==> src/common/bridge_pkg.sv <==
package bridge_pkg;

  ////////////////////
  // bus widths
  ////////////////////

  // address and data are fixed at 32 bits
  parameter int ADDR_W = 32;
  parameter int DATA_W = 32;
  // one strobe per byte lane
  parameter int STRB_W = DATA_W / 8;

  // axi response codes, only okay and slverr are produced
  typedef enum logic [1:0] {
    resp_okay   = 2'd0,
    resp_slverr = 2'd2
  } axi_resp_e;

  // controller states, one ipif access at a time
  typedef enum logic [1:0] {
    st_idle,
    st_write,
    st_read
  } ctrl_state_e;

  ////////////////////
  // request and completion records
  ////////////////////

  // pending write from the write channel
  typedef struct packed {
    logic              valid;
    logic [ADDR_W-1:0] addr;
    logic [DATA_W-1:0] data;
    logic [STRB_W-1:0] strb;
  } wr_req_t;

  // pending read from the read channel
  typedef struct packed {
    logic              valid;
    logic [ADDR_W-1:0] addr;
  } rd_req_t;

  // completion back to both channels, err and rdata qualify the pulses
  typedef struct packed {
    logic              wr_done;
    logic              rd_done;
    logic              err;
    logic [DATA_W-1:0] rdata;
  } ctrl_done_t;

  // bus to ip side
  typedef struct packed {
    logic              cs;
    logic              rnw;
    logic [ADDR_W-1:0] addr;
    logic [DATA_W-1:0] data;
    logic [STRB_W-1:0] be;
  } ipif_req_t;

  // ip to bus side
  typedef struct packed {
    logic [DATA_W-1:0] data;
    logic              wr_ack;
    logic              rd_ack;
    logic              wr_error;
    logic              rd_error;
  } ipif_rsp_t;

endpackage
==> src/verilog/axil_ipif_bridge.sv <==
`timescale 1ns/1ps

module axil_ipif_bridge #(
  parameter int ACK_TIMEOUT = 64
) (
  input  logic                          s_axi_aclk,
  input  logic                          s_axi_aresetn,
  // write address and data
  input  logic [bridge_pkg::ADDR_W-1:0] s_axi_awaddr,
  input  logic                          s_axi_awvalid,
  output logic                          s_axi_awready,
  input  logic [bridge_pkg::DATA_W-1:0] s_axi_wdata,
  input  logic [bridge_pkg::STRB_W-1:0] s_axi_wstrb,
  input  logic                          s_axi_wvalid,
  output logic                          s_axi_wready,
  // write response
  output bridge_pkg::axi_resp_e         s_axi_bresp,
  output logic                          s_axi_bvalid,
  input  logic                          s_axi_bready,
  // read address and data
  input  logic [bridge_pkg::ADDR_W-1:0] s_axi_araddr,
  input  logic                          s_axi_arvalid,
  output logic                          s_axi_arready,
  output logic [bridge_pkg::DATA_W-1:0] s_axi_rdata,
  output bridge_pkg::axi_resp_e         s_axi_rresp,
  output logic                          s_axi_rvalid,
  input  logic                          s_axi_rready,
  // ipif side
  output bridge_pkg::ipif_req_t         ipif_req,
  input  bridge_pkg::ipif_rsp_t         ipif_rsp
);

  // requests toward the controller, completion back
  bridge_pkg::wr_req_t    wr_req;
  bridge_pkg::rd_req_t    rd_req;
  bridge_pkg::ctrl_done_t done;

  axil_write_channel u_wr (
    .s_axi_aclk    (s_axi_aclk),
    .s_axi_aresetn (s_axi_aresetn),
    .awaddr        (s_axi_awaddr),
    .awvalid       (s_axi_awvalid),
    .wdata         (s_axi_wdata),
    .wstrb         (s_axi_wstrb),
    .wvalid        (s_axi_wvalid),
    .bready        (s_axi_bready),
    .done          (done),
    .awready       (s_axi_awready),
    .wready        (s_axi_wready),
    .bresp         (s_axi_bresp),
    .bvalid        (s_axi_bvalid),
    .wr_req        (wr_req)
  );

  axil_read_channel u_rd (
    .s_axi_aclk    (s_axi_aclk),
    .s_axi_aresetn (s_axi_aresetn),
    .araddr        (s_axi_araddr),
    .arvalid       (s_axi_arvalid),
    .rready        (s_axi_rready),
    .done          (done),
    .arready       (s_axi_arready),
    .rdata         (s_axi_rdata),
    .rresp         (s_axi_rresp),
    .rvalid        (s_axi_rvalid),
    .rd_req        (rd_req)
  );

  // write wins when both channels hold a request
  ipif_ctrl #(
    .ACK_TIMEOUT (ACK_TIMEOUT)
  ) u_ctrl (
    .s_axi_aclk    (s_axi_aclk),
    .s_axi_aresetn (s_axi_aresetn),
    .wr_req        (wr_req),
    .rd_req        (rd_req),
    .ipif_rsp      (ipif_rsp),
    .ipif_req      (ipif_req),
    .done          (done)
  );

endmodule

==> src/verilog/ipif_ctrl.sv <==
`timescale 1ns/1ps

module ipif_ctrl #(
  parameter int ACK_TIMEOUT = 64
) (
  input  logic                   s_axi_aclk,
  input  logic                   s_axi_aresetn,
  input  bridge_pkg::wr_req_t    wr_req,
  input  bridge_pkg::rd_req_t    rd_req,
  input  bridge_pkg::ipif_rsp_t  ipif_rsp,
  output bridge_pkg::ipif_req_t  ipif_req,
  output bridge_pkg::ctrl_done_t done
);

  // wide enough to hold ACK_TIMEOUT
  localparam int CNT_W = $clog2(ACK_TIMEOUT + 1);

  bridge_pkg::ctrl_state_e state;
  bridge_pkg::ctrl_state_e state_nxt;

  logic [CNT_W-1:0]              ack_cnt;
  logic                          timeout;
  logic                          access_end;
  logic                          access_err;
  logic                          done_wr;
  logic                          done_rd;
  logic                          done_err;
  logic [bridge_pkg::DATA_W-1:0] done_rdata;

  // last allowed cycle of an access
  assign timeout = (ack_cnt == CNT_W'(ACK_TIMEOUT - 1));

  ////////////////////
  // arbitration and end of access
  ////////////////////

  always_comb
  begin
    state_nxt  = state;
    access_end = 1'b0;
    access_err = 1'b0;
    unique case (state)
      bridge_pkg::st_idle:
      begin
        // the request is still up during its own done pulse so it is skipped then
        if (wr_req.valid && !done_wr)
          state_nxt = bridge_pkg::st_write;
        else if (rd_req.valid && !done_rd)
          state_nxt = bridge_pkg::st_read;
      end
      bridge_pkg::st_write:
      begin
        access_end = ipif_rsp.wr_ack || ipif_rsp.wr_error || timeout;
        access_err = ipif_rsp.wr_error || (timeout && !ipif_rsp.wr_ack);
      end
      bridge_pkg::st_read:
      begin
        access_end = ipif_rsp.rd_ack || ipif_rsp.rd_error || timeout;
        access_err = ipif_rsp.rd_error || (timeout && !ipif_rsp.rd_ack);
      end
      default: state_nxt = bridge_pkg::st_idle;
    endcase
    if (access_end)
      state_nxt = bridge_pkg::st_idle;
  end

  always_ff @(posedge s_axi_aclk)
  begin
    if (!s_axi_aresetn)
    begin
      state    <= bridge_pkg::st_idle;
      ack_cnt  <= '0;
      done_wr  <= 1'b0;
      done_rd  <= 1'b0;
      done_err <= 1'b0;
    end
    else
    begin
      state    <= state_nxt;
      done_wr  <= (state == bridge_pkg::st_write) && access_end;
      done_rd  <= (state == bridge_pkg::st_read) && access_end;
      done_err <= access_end && access_err;
      // count cycles of the current access only
      if (state == bridge_pkg::st_idle || access_end)
        ack_cnt <= '0;
      else
        ack_cnt <= ack_cnt + 1'b1;
    end
  end

  always_ff @(posedge s_axi_aclk)
  begin
    if (state == bridge_pkg::st_read && access_end)
      done_rdata <= ipif_rsp.data;
  end

  assign done = '{wr_done: done_wr, rd_done: done_rd, err: done_err, rdata: done_rdata};

  ////////////////////
  // ipif drive from the granted request
  ////////////////////

  assign ipif_req.cs   = (state != bridge_pkg::st_idle);
  assign ipif_req.rnw  = (state == bridge_pkg::st_read);
  assign ipif_req.addr = (state == bridge_pkg::st_write) ? wr_req.addr : rd_req.addr;
  // data is zero outside writes and all lanes are enabled on reads
  assign ipif_req.data = (state == bridge_pkg::st_write) ? wr_req.data : '0;
  assign ipif_req.be   = (state == bridge_pkg::st_write) ? wr_req.strb : '1;

  // every access ends with a done pulse
  a_cs_fall_done: assert property (@(posedge s_axi_aclk) disable iff (!s_axi_aresetn)
    $fell(ipif_req.cs) |-> done.wr_done || done.rd_done)
    else $error("cs dropped without a done pulse");

  // done only answers a request that is still pending in its channel
  a_done_after_access: assert property (@(posedge s_axi_aclk) disable iff (!s_axi_aresetn)
    done.wr_done || done.rd_done |-> (done.wr_done ? wr_req.valid : rd_req.valid))
    else $error("done pulsed with no pending request");

endmodule

==> src/axil_slave/axil_read_channel.sv <==
`timescale 1ns/1ps

module axil_read_channel (
  input  logic                          s_axi_aclk,
  input  logic                          s_axi_aresetn,
  input  logic [bridge_pkg::ADDR_W-1:0] araddr,
  input  logic                          arvalid,
  input  logic                          rready,
  input  bridge_pkg::ctrl_done_t        done,
  output logic                          arready,
  output logic [bridge_pkg::DATA_W-1:0] rdata,
  output bridge_pkg::axi_resp_e         rresp,
  output logic                          rvalid,
  output bridge_pkg::rd_req_t           rd_req
);

  // pending read
  logic                          req_valid;
  logic [bridge_pkg::ADDR_W-1:0] req_addr;

  // one read in the channel at a time as request or response
  logic accept;
  logic taken;

  assign accept = arvalid && !arready && !req_valid && !rvalid;
  assign taken  = arready && arvalid;

  ////////////////////
  // ready pulse, request and response
  ////////////////////

  always_ff @(posedge s_axi_aclk)
  begin
    if (!s_axi_aresetn)
    begin
      arready   <= 1'b0;
      req_valid <= 1'b0;
      rvalid    <= 1'b0;
      rresp     <= bridge_pkg::resp_okay;
    end
    else
    begin
      arready <= accept;
      if (taken)
        req_valid <= 1'b1;
      else if (done.rd_done)
        req_valid <= 1'b0;
      // rvalid rises the cycle after rd_done
      if (done.rd_done)
      begin
        rvalid <= 1'b1;
        rresp  <= done.err ? bridge_pkg::resp_slverr : bridge_pkg::resp_okay;
      end
      else if (rvalid && rready)
        rvalid <= 1'b0;
    end
  end

  // address and read data
  always_ff @(posedge s_axi_aclk)
  begin
    if (taken)
      req_addr <= araddr;
    // data is don't care on slverr
    if (done.rd_done)
      rdata <= done.rdata;
  end

  assign rd_req = '{valid: req_valid, addr: req_addr};

  // data and response must sit still until rready
  a_rvalid_hold: assert property (@(posedge s_axi_aclk) disable iff (!s_axi_aresetn)
    rvalid && !rready |=> rvalid && $stable(rdata) && $stable(rresp))
    else $error("read response changed before rready");

endmodule

==> src/axil_slave/axil_write_channel.sv <==
`timescale 1ns/1ps

module axil_write_channel (
  input  logic                                s_axi_aclk,
  input  logic                                s_axi_aresetn,
  input  logic [bridge_pkg::ADDR_W-1:0]       awaddr,
  input  logic                                awvalid,
  input  logic [bridge_pkg::DATA_W-1:0]       wdata,
  input  logic [bridge_pkg::STRB_W-1:0]       wstrb,
  input  logic                                wvalid,
  input  logic                                bready,
  input  bridge_pkg::ctrl_done_t              done,
  output logic                                awready,
  output logic                                wready,
  output bridge_pkg::axi_resp_e               bresp,
  output logic                                bvalid,
  output bridge_pkg::wr_req_t                 wr_req
);

  // pending write, valid is control and the rest is payload
  logic                          req_valid;
  logic [bridge_pkg::ADDR_W-1:0] req_addr;
  logic [bridge_pkg::DATA_W-1:0] req_data;
  logic [bridge_pkg::STRB_W-1:0] req_strb;

  // address and data are only taken as a pair, and only with nothing outstanding
  logic accept;
  // handshake cycle on both channels
  logic taken;

  assign accept = awvalid && wvalid && !awready && !req_valid && !bvalid;
  assign taken  = awready && awvalid && wready && wvalid;

  ////////////////////
  // ready pulses and request level
  ////////////////////

  always_ff @(posedge s_axi_aclk)
  begin
    if (!s_axi_aresetn)
    begin
      awready   <= 1'b0;
      wready    <= 1'b0;
      req_valid <= 1'b0;
      bvalid    <= 1'b0;
      bresp     <= bridge_pkg::resp_okay;
    end
    else
    begin
      // single cycle pulse, the !awready term keeps it from repeating
      awready <= accept;
      wready  <= accept;
      if (taken)
        req_valid <= 1'b1;
      else if (done.wr_done)
        req_valid <= 1'b0;
      // response waits here until the master takes it
      if (done.wr_done)
      begin
        bvalid <= 1'b1;
        bresp  <= done.err ? bridge_pkg::resp_slverr : bridge_pkg::resp_okay;
      end
      else if (bvalid && bready)
        bvalid <= 1'b0;
    end
  end

  // strobes travel with the data, no extra delay
  always_ff @(posedge s_axi_aclk)
  begin
    if (taken)
    begin
      req_addr <= awaddr;
      req_data <= wdata;
      req_strb <= wstrb;
    end
  end

  assign wr_req = '{valid: req_valid, addr: req_addr, data: req_data, strb: req_strb};

  ////////////////////
  // checks
  ////////////////////

  // response must not change or drop before bready
  a_bvalid_hold: assert property (@(posedge s_axi_aclk) disable iff (!s_axi_aresetn)
    bvalid && !bready |=> bvalid && $stable(bresp))
    else $error("bvalid or bresp changed before bready");

  // controller reads the request fields over several cycles
  a_wr_req_stable: assert property (@(posedge s_axi_aclk) disable iff (!s_axi_aresetn)
    wr_req.valid |=> !wr_req.valid || $stable(wr_req))
    else $error("write request changed while valid");

endmodule

==> config.mk <==
export PLATFORM = sky130hd
export DESIGN_NAME = axil_ipif_bridge
export DESIGN_NICKNAME = d
export VERILOG_FILES = /design/src/common/bridge_pkg.sv /design/src/verilog/axil_ipif_bridge.sv /design/src/verilog/ipif_ctrl.sv /design/src/axil_slave/axil_read_channel.sv /design/src/axil_slave/axil_write_channel.sv
export SDC_FILE = /design/constraint.sdc
export NUM_CORES = 1
export LEC_CHECK = 0
export ABC_AREA = 1
export ABC_CLOCK_PERIOD_IN_PS = 5200
export BUFFER_PORTS_ARGS = -buffer_cell sky130_fd_sc_hd__buf_4
export CORE_MARGIN = 2
export CORE_UTILIZATION = 48
export DETAILED_ROUTE_END_ITERATION = 16
export GPL_TIMING_DRIVEN = 0
export PLACE_DENSITY = 0.88
export SKIP_LAST_GASP = 1
export SYNTH_ARGS = -nofsm -noshare
export SYNTH_HDL_FRONTEND = slang
export SYNTH_SLANG_ARGS = --single-unit
==> constraint.sdc <==
create_clock -name s_axi_aclk -period 5.2 [get_ports s_axi_aclk]
set_input_delay 0.26 -clock s_axi_aclk [delete_from_list [all_inputs] [get_ports s_axi_aclk]]
set_output_delay 0.26 -clock s_axi_aclk [all_outputs]
set_load 0.02 [all_outputs]
==> results of run 1 <==
[worst max-delay path, cell delays in order (launching register included)]
cell      delay, ns
dfxtp_1        0.34
inv_1          0.10
ha_1           0.24
clkinv_1       0.34
clkbuf_1       0.35
nand2_1        0.14
nand2_1        0.07
buf_4          0.16
[sequential cells by signal, indices dropped and copies added (netlist names)]
| register | count |
|---|---|
| u_wr.req_data | 32 |
| u_rd.req_valid | 1 |
| u_wr.req_valid | 1 |
| u_wr.req_strb | 4 |
| u_ctrl.done_rd | 1 |
| u_ctrl.state | 2 |
| u_rd.rvalid | 1 |
| u_ctrl.done_err | 1 |
| u_rd.arready | 1 |
| u_rd.rresp | 1 |
| u_ctrl.done_rdata | 32 |
| u_wr.bresp | 1 |
| u_wr.req_addr | 32 |
| u_wr.awready | 1 |
| u_ctrl.ack_cnt | 7 |
| u_ctrl.done_wr | 1 |
| u_rd.rdata | 32 |
| u_wr.bvalid | 1 |
| u_rd.req_addr | 32 |
[cell type report]
cell class,instances,share of cell area [%]
Sequential cell,184,51.26
Timing Repair Buffer,364,29.33
Multi-Input combinational cell,206,9.031
Clock buffer,21,4.238
Tap cell,176,2.119
Inverter,51,1.842
Clock inverter,11,1.457
Buffer,13,0.6743
Antenna cell,2,0.04816
[worst paths after layout]
kind,from,to,depth (start not counted)
worst max-delay path,u_ctrl.state[1]$_SDFFE_PP0P_,ipif_req[56],7
worst min-delay path,s_axi_araddr[28],u_rd.req_addr[28]$_DFFE_PP_,1
worst max register to register,u_ctrl.state[0]$_SDFFE_PP0P_,u_ctrl.done_rdata[0]$_DFFE_PP_,9
worst min register to register,u_wr.req_valid$_SDFFE_PN0P_,u_wr.awready$_SDFF_PN0_,1
[cells in the mapped netlist (all sizes together)]
cell type / number / area (sq um)
edfxtp: 164 / 4925
nand2: 148 / 575.6
inv: 50 / 187.7
dfxtp: 20 / 400.4
nor2: 20 / 82.58
buf: 11 / 62.56
nand3: 8 / 62.56
a21oi: 7 / 38.79
ha: 4 / 50.05
or2: 4 / 25.02
o21ai: 3 / 15.01
clkbuf: 2 / 7.510
nor3: 2 / 10.01
nor4: 2 / 12.51
xnor2: 2 / 17.52
xor2: 2 / 17.52
and2: 1 / 6.260
clkinv: 1 / 3.750
conb: 1 / 3.750
o21bai: 1 / 7.510
[metrics by stage]
| step | cells | setup WS, ns | total power, mW | utilization, % | cell area (sq um) |
|---|---|---|---|---|---|
| 4_1_cts | 1021 | 2.756 | 3.192 | 78.04 | 10330 |
| 5_1_grt | 1028 | 2.640 | 3.296 | 78.47 | 10390 |
| 3_3_place_gp | 881 | 0.1435 | 1.844 | 65.09 | 8620 |
| 2_1_floorplan | 454 | 1.285 | 1.726 | - | 6515 |
| 6_report | 1028 | 2.753 | 3.206 | 78.47 | 10390 |
| 3_5_place_dp | 884 | 3.039 | 1.855 | 65.64 | 8692 |
[power by group through the flow]
stage                     Sequential (mW)  Clock (mW)  Combinational [mW]
after floorplan                      1.66           0              0.0628
after global placement               1.66           0               0.182
after detailed placement             1.66           0               0.192
after CTS                            1.63        1.30               0.258
after global routing                 1.63        1.38               0.287
final                                1.63        1.30               0.271
[timing repair]
item	in CTS	in global routing
gates resized for setup	0	0
endpoints found under the hold margin	105	5
hold buffers	105	5
[kinds of logic after synthesis]
family	count (synthesis)
buffers and inverters	64
DFF	184
AOI/OAI and AO/OA	11
xor gates and xnor gates	4
adders and majority gates	4
other	1
and+or+nand+nor	185
[per-layer routing]
layer	track usage, %	vias to the layer above	routed length, microns
met4	11.12	0	649
met2	49.26	275	10510
met5	0	-	0
met3	10.00	42	1790
li1	-	2278	-
met1	28.35	2418	6787
==> impl_metrics.ini, run 1 <==
[die]
die_width_microns = 120.5
io_pins = 254
coreArea_sq_um = 13240
initial_core_util_pct = 49.17
dieHeight_microns = 120.5
rows = 42
die_area_sq_um = 14510

[critical_path]
r2r_slack_ns = 2.99
critical_path.max_fanout = 10
crit_type = register to primary output
critPathArrivalTime_ns = 2.19
critPathCaptureType = primary output
critical_path_required_ns = 4.94
startpoint_type = register

[finish]
multi_input_area_sq_um = 938.4
most-common-layout-cells = buf_4 (254), edfxtp_1 (164), nand2_1 (144)
layout_commonest_cell = buf_4
drive_above_1_share_pct = 36.59
fillCellCount = 654
areaGrowthSynthToFinish_pct = 59.59
regArea_sq_um = 5326
nets = 984

[timing]
finalMaxSlewViolations = 0
fin_skew_ns = 0.01135
period_needed_ns = 2.447
setup_viol = 0
max_freq_mhz = 408.6
worst_pin_slew_ns = 0.8097
max-slew-margin-rel_pct = 46.02
holdWs_ns = 0.01042
fin_crit_sh_pct = 47.07
hold_viol_final = 0
rsz0062_at_grt = no
setup_tns_ns = 0

[synth]
synth_area_sq_um = 6511
synth_top_family_by_area = simple AND/OR/NAND/NOR gates
synth_mux_area_share_pct = 0
synthAdderAreaFrac_pct = 0.7686
synth.avg_cell_area_sq_um = 14.37
ys_warn_count = 0
synth-compound-area-share_pct = 0.9416
synth.yosys.seq_area_share_pct = 81.78
synthSimpleGateAreaFrac_pct = 11.89
synthCells = 453
synth_seq_cells = 184
synth_cell_type_count = 28
synth-xor-area-share_pct = 0.5380

[clock_network]
clockBufferDepth = 2
htree_levels = 4
numCtsBuffers = 17
clkSinkCount = 184
cts-root-buf = clkbuf_16
cts_tree = built
clkTransAtPathRegs_ns = 0.07
insertion_delay_ns = 0.44
cts_setup_buffers = 0

[power]
leakage_nw = 4.524
p_per_area_nw_per_um2 = 308.5
switchingPower_mw = 0.6655
switching_share_pct = 20.76
p_comb_share_pct = 8.4
p_int_mw = 2.540
seqPwrFrac_pct = 50.9
clock_power_share_pct = 40.7
vdd_ir_drop_max_mv = 0.2169

[worst_hold_path]
hold_path_class = input port to register

[routing]
ant_nets = 0
num_vias = 5013
drt-initial-drc-count = 415
routedWlPerCell_microns = 19.20
viasPerCell = 4.876
drt-total-wl_microns = 19740
drc = 0
firstDrtPassIters = 5

[run_status]
status = finished, final reports clean

[global_route]
grt_pass1_vias = 5375
grt_max_degree = 36
grtUsageTotal_pct = 27.20
grt_pass1_wl_microns = 28680
antenna_found_initial = 2
grt_overflow = 0

[placement]
gp_congestion = 0.7829
portBuffers = 251
hpwl_microns = 11340

[job]
cap_violations = 0
Power figures use the tool's default switching activity.
==> inputs of run 2 (changes only) <==
--- a/config.mk
+++ b/config.mk
@@ -6,13 +6,13 @@
 export NUM_CORES = 1
 export LEC_CHECK = 0
 export ABC_AREA = 1
-export ABC_CLOCK_PERIOD_IN_PS = 5200
+export ABC_CLOCK_PERIOD_IN_PS = 2200
 export BUFFER_PORTS_ARGS = -buffer_cell sky130_fd_sc_hd__buf_4
 export CORE_MARGIN = 2
-export CORE_UTILIZATION = 48
+export CORE_UTILIZATION = 44
 export DETAILED_ROUTE_END_ITERATION = 16
 export GPL_TIMING_DRIVEN = 0
-export PLACE_DENSITY = 0.88
+export PLACE_DENSITY = 0.85
 export SKIP_LAST_GASP = 1
 export SYNTH_ARGS = -nofsm -noshare
 export SYNTH_HDL_FRONTEND = slang
==> constraint.sdc (replaced) <==
create_clock -name s_axi_aclk -period 2.2 [get_ports s_axi_aclk]
set_input_delay 0.11 -clock s_axi_aclk [delete_from_list [all_inputs] [get_ports s_axi_aclk]]
set_output_delay 0.11 -clock s_axi_aclk [all_outputs]
set_load 0.02 [all_outputs]
==> run 2 against run 1 <==
Against the previous run: total power grew 130%; sequential share of layout area shrank 1.3 points; critical path depth stayed put; sequential power increased by 140%; cell count is 3.1% higher; critical path type unchanged.
==> impl_metrics.ini, run 2 (synthesized netlist as in run 1, its figures left out) <==
[run_status]
status = finished, final reports clean

[timing]
fin_crit_sh_pct = 93.76
rsz0062_at_grt = no
holdWs_ns = 0.03541
fin_skew_ns = 0.01446
period_needed_ns = 2.063
setup_viol = 0
worst_pin_slew_ns = 0.8143
max-slew-margin-rel_pct = 45.71
hold_viol_final = 0
max_freq_mhz = 484.8
finalMaxSlewViolations = 0

[routing]
num_vias = 5071
firstDrtPassIters = 5
drt-initial-drc-count = 261
ant_nets = 0
viasPerCell = 4.784
drt-total-wl_microns = 19380
drc = 0
routedWlPerCell_microns = 18.29

[finish]
drive_above_1_share_pct = 36.19
antenna_cells = 0
layout_commonest_cell = buf_4
fillCellCount = 848
areaGrowthSynthToFinish_pct = 63.64
nets = 1010
most-common-layout-cells = buf_4 (255), edfxtp_1 (164), nand2_1 (144)
final_core_util_pct = 73.59

[critical_path]
critPathCaptureType = primary output
crit_path_frequent_cell = nand2_1
critical_path.max_fanout = 10
rr_worst_depth = 8
critical_path_required_ns = 2.09
worstSetupStartpoint = u_ctrl.state[1]$_SDFFE_PP0P_
startpoint_type = register
cp_slowest_stage_delay_ns = 0.33
r2r-start = u_ctrl.state[0]$_SDFFE_PP0P_
cpMaxStageDelayCell = dfxtp_1
critPathArrivalTime_ns = 1.95
crit_type = register to primary output
crit_chain = inv_1 -> ha_1 -> clkinv_2 -> clkbuf_4 -> nand2_1 -> nand2_1 -> buf_4

[job]
cap_violations = 0

[global_route]
antenna_found_initial = 0
grt_pass1_vias = 5487
grtUsageTotal_pct = 24.61
grt_pass1_wl_microns = 29170
grt_max_degree = 37
grt_overflow = 0

[clock_network]
insertion_delay_ns = 0.42
numCtsBuffers = 17
cts-root-buf = clkbuf_16
cts_setup_buffers = 0
clkTransAtPathRegs_ns = 0.07
htree_levels = 4
clkSinkCount = 184
cts_tree = built
clockBufferDepth = 2

[die]
die_area_sq_um = 15790
coreArea_sq_um = 14480
dieHeight_microns = 125.7
die_width_microns = 125.7
rows = 44
io_pins = 254
initial_core_util_pct = 44.97

[worst_hold_path]
min_from = s_axi_awvalid
hold_path_class = input port to register
worst_hold_path.num_cells = 3

[placement]
portBuffers = 251
gp_congestion = 0.7702
hpwl_microns = 11370

[power]
vdd_ir_drop_max_mv = 0.5693
leakage_nw = 4.629
p_per_area_nw_per_um2 = 702.7
## run 2: changes by cell type in the layout (fill, tap and decap cells not counted), sizes merged
cell,change
dlygate4sd3,+25
nor2,+1
buf,-2
clkinv,+1
bufinv,-2
diode,-2
clkbuf,-1
inv,+4
## run 2: timing repair
action | CTS | global route
cloned | 0 | 1
hold buffers | 135 | 0
endpoints found under the hold margin | 136 | 0
endpoints found under the setup margin | 24 | 54
gates resized for setup | 2 | 7
## run 2: where the power goes
| part | leakage [nW] | internal (mW) | switching [mW] | total, mW |
|---|---|---|---|---|
| Sequential | 1.64 | 3.84 | 0.0157 | 3.85 |
| Clock | 0.269 | 1.59 | 1.37 | 2.96 |
| Combinational | 2.72 | 0.406 | 0.271 | 0.677 |
| Total | 4.63 | 5.84 | 1.65 | 7.49 |
## run 2: worst paths after layout
| kind | slack, ns | to |
|---|---|---|
| max | 0.14 | ipif_req[62] |
| min | 0.04 | u_wr.awready$_SDFF_PN0_ |
| max reg2reg | 0.23 | u_ctrl.done_rdata[15]$_DFFE_PP_ |
| min reg2reg | 0.42 | u_rd.rdata[23]$_DFFE_PP_ |
## run 2: cell type report
cell class	instances	area [sq um]	share of cell area, %
Sequential cell	184	5326	49.99
Timing Repair Buffer	389	3303	31.00
Multi-Input combinational cell	207	954.7	8.960
Clock buffer	18	429.2	4.028
Tap cell	184	230.2	2.161
Inverter	51	192.7	1.808
Clock inverter	14	138.9	1.303
Buffer	13	80.08	0.7515
## run 2: stage by stage
stage               setup slack [ns]  power, mW  cell area (sq um)  TNS [ns]  instances
CTS                          0.02540      7.494              10610         0       1058
finish                        0.1373      7.488              10660         0       1060
detailed placement           0.07625      4.381               8685         0        891
global route                 0.01123      7.729              10660         0       1060
floorplan                     0.1760      4.080               6530         0        454
global placement             -0.1731      4.360               8645    -11.56        889
## run 2: worst max-delay path, delay by kind of cell, from the launching register on
kind	cells	cell delay (ns)
adder cells (fa/ha/maj)	1	0.26
buffers and inverters	4	0.77
flip-flops	1	0.33
AND/OR/NAND/NOR	2	0.17
## run 2: per-layer routing
metal  wire length [microns]  GRT usage, %  up-vias
met5                       0             0        -
met4                     602         10.20        0
met3                    1976         8.794       43
met2                    9900         43.21      293
met1                    6905         27.14     2407
li1                        -             -     2328
==> inputs of run 3 (changes only) <==
--- a/config.mk
+++ b/config.mk
@@ -12,7 +12,7 @@
 export CORE_UTILIZATION = 44
 export DETAILED_ROUTE_END_ITERATION = 16
 export GPL_TIMING_DRIVEN = 0
-export PLACE_DENSITY = 0.85
+export PLACE_DENSITY = 0.76
 export SKIP_LAST_GASP = 1
 export SYNTH_ARGS = -nofsm -noshare
 export SYNTH_HDL_FRONTEND = slang
==> run 3 against run 2 <==
Against the previous run: combinational power hardly changed; hold slack worse by 0.012 ns; global-route usage fell by 0.38 points; worst setup slack improved by 0.0019 ns; critical endpoint is now ipif_req[55]; highest routed layer unchanged.
==> impl_metrics.ini, run 3 (synthesized netlist as in run 1, its figures left out) <==
[timing]
fin_skew_ns = 0.01088
rsz0062_at_grt = no
worst_pin_slew_ns = 0.8295
max-slew-margin-rel_pct = 44.62
setup_viol = 0
period_needed_ns = 2.061
finalMaxSlewViolations = 0
hold_viol_final = 0
max_freq_mhz = 485.3
fin_crit_sh_pct = 93.67

[finish]
layout.cells.non_filler = 1061
final_cell_area_sq_um = 10640
fillCellCount = 846
nets = 1010
drive_above_1_share_pct = 36.30
most-common-layout-cells = buf_4 (255), edfxtp_1 (164), nand2_1 (144)
areaGrowthSynthToFinish_pct = 63.37
layout_commonest_cell = buf_4

[global_route]
grtUsageTotal_pct = 24.23
grt_pass1_vias = 5567
grt_max_degree = 36
grt_pass1_wl_microns = 28920
antenna_found_initial = 1
grt_overflow = 0

[run_status]
status = finished, final reports clean

[critical_path]
crit_family = buffers and inverters
crit_chain = inv_1 -> ha_1 -> clkbuf_4 -> clkbuf_4 -> nand2_1 -> nand2_1 -> buf_4
critPathCaptureType = primary output
r2r_slack_ns = 0.17
startpoint_type = register
critPathArrivalTime_ns = 1.95
r2r_end = u_ctrl.done_rdata[18]$_DFFE_PP_
rr_worst_depth = 8
critical_path.max_fanout = 10
cp_slowest_stage_delay_ns = 0.33
critical_path_required_ns = 2.09
r2r-start = u_ctrl.state[0]$_SDFFE_PP0P_
cpMaxStageDelayCell = dfxtp_1
crit_type = register to primary output
crit_buf_inv = 4

[clock_network]
cts-root-buf = clkbuf_16
htree_levels = 4
clkTransAtPathRegs_ns = 0.07
cts_tree = built
clockBufferDepth = 2
numCtsBuffers = 17
cts_setup_buffers = 0
clkSinkCount = 184
insertion_delay_ns = 0.43

[routing]
drt-total-wl_microns = 19370
ant_nets = 0
drc = 0
firstDrtPassIters = 5
num_vias = 5070
viasPerCell = 4.779
routedWlPerCell_microns = 18.26
drt-initial-drc-count = 286

[die]
dieHeight_microns = 125.7
die_width_microns = 125.7
initial_core_util_pct = 44.97
io_pins = 254
coreArea_sq_um = 14480
rows = 44
die_area_sq_um = 15790

[placement]
gp_congestion = 0.8421
hpwl_microns = 11270
portBuffers = 251
placed_cell_area_sq_um = 8692
dp.cells = 891

[worst_hold_path]
min_from = s_axi_awvalid
worst_hold_path.num_cells = 3
hold_path_class = input port to register
min_to = u_wr.awready$_SDFF_PN0_

[power]
p_per_area_nw_per_um2 = 699.8
vdd_ir_drop_max_mv = 0.5653
leakage_nw = 4.633

[job]
cap_violations = 0
-- run 3: how the worst max path moves through the flow --
| stage | to | startpoint | depth (start not counted) | slack [ns] |
|---|---|---|---|---|
| finish | ipif_req[55] | u_ctrl.state[1]$_SDFFE_PP0P_ | 7 | 0.14 |
| global route | ipif_req[55] | u_ctrl.state[1]$_SDFFE_PP0P_ | 7 | 0.03 |
| CTS | u_ctrl.done_rdata[10]$_DFFE_PP_ | u_ctrl.state[0]$_SDFFE_PP0P_ | 8 | 0.01 |
| detailed placement | u_ctrl.done_rdata[19]$_DFFE_PP_ | u_ctrl.state[0]$_SDFFE_PP0P_ | 8 | 0.02 |
| global placement | u_wr.req_addr[12]$_DFFE_PP_ | u_wr.awready$_SDFF_PN0_ | 2 | -0.11 |
| floorplan | u_ctrl.done_rdata[0]$_DFFE_PP_ | u_ctrl.state[0]$_SDFFE_PP0P_ | 8 | 0.18 |
-- run 3: layout make-up --
| cell class | instances | area (sq um) | area share, % |
|---|---|---|---|
| clock inverter | 15 | 132.6 | 1.247 |
| clock buffer | 17 | 425.4 | 3.999 |
| multi-input combinational | 207 | 954.7 | 8.974 |
| timing repair buffer | 389 | 3293 | 30.96 |
| antenna | 1 | 2.502 | 0.02352 |
| inverter | 51 | 192.7 | 1.811 |
| buffer | 13 | 80.08 | 0.7528 |
| sequential | 184 | 5326 | 50.07 |
| tap | 184 | 230.2 | 2.164 |
-- run 3: per-stage QoR --
| step | utilization, % | hold slack [ns] | setup WS, ns | TNS [ns] | total power [mW] |
|---|---|---|---|---|---|
| global placement | 59.70 | 0.2879 | -0.1126 | -7.212 | 4.359 |
| detailed placement | 60.03 | 0.2893 | 0.02127 | 0 | 4.382 |
| finish | 73.47 | 0.02372 | 0.1392 | 0 | 7.444 |
| CTS | 73.31 | 0.002542 | 0.01316 | 0 | 7.448 |
| floorplan | - | 0.2089 | 0.1760 | 0 | 4.080 |
| global route | 73.47 | 0.01671 | 0.03132 | 0 | 7.687 |
-- run 3: worst min-delay path: stages --
cell     delay, ns
buf_4         0.11
nand2_1       0.13
nor4_1        0.07
-- run 3: power by group --
part | switching (mW) | internal (mW)
clock | 1.42 | 1.50
combinational | 0.275 | 0.404
sequential | 0.0159 | 3.84
total | 1.71 | 5.74
-- run 3: routing by layer --
layer  part of all wire [%]  vias to the layer above  track usage, %
li1                       -                     2328               -
met1                     37                     2424           27.09
met2                     53                      281           43.37
met3                    8.2                       37           7.859
met4                    2.2                        0           8.693
met5                      0                        -               0
-- run 3: what timing repair did --
item / in CTS / in global routing
hold buffers: 136 / 0
pin swaps: 0 / 0
resized for setup: 2 / 7
hold endpoints to repair: 139 / 0
setup endpoints to repair: 5 / 44
gates cloned: 0 / 1
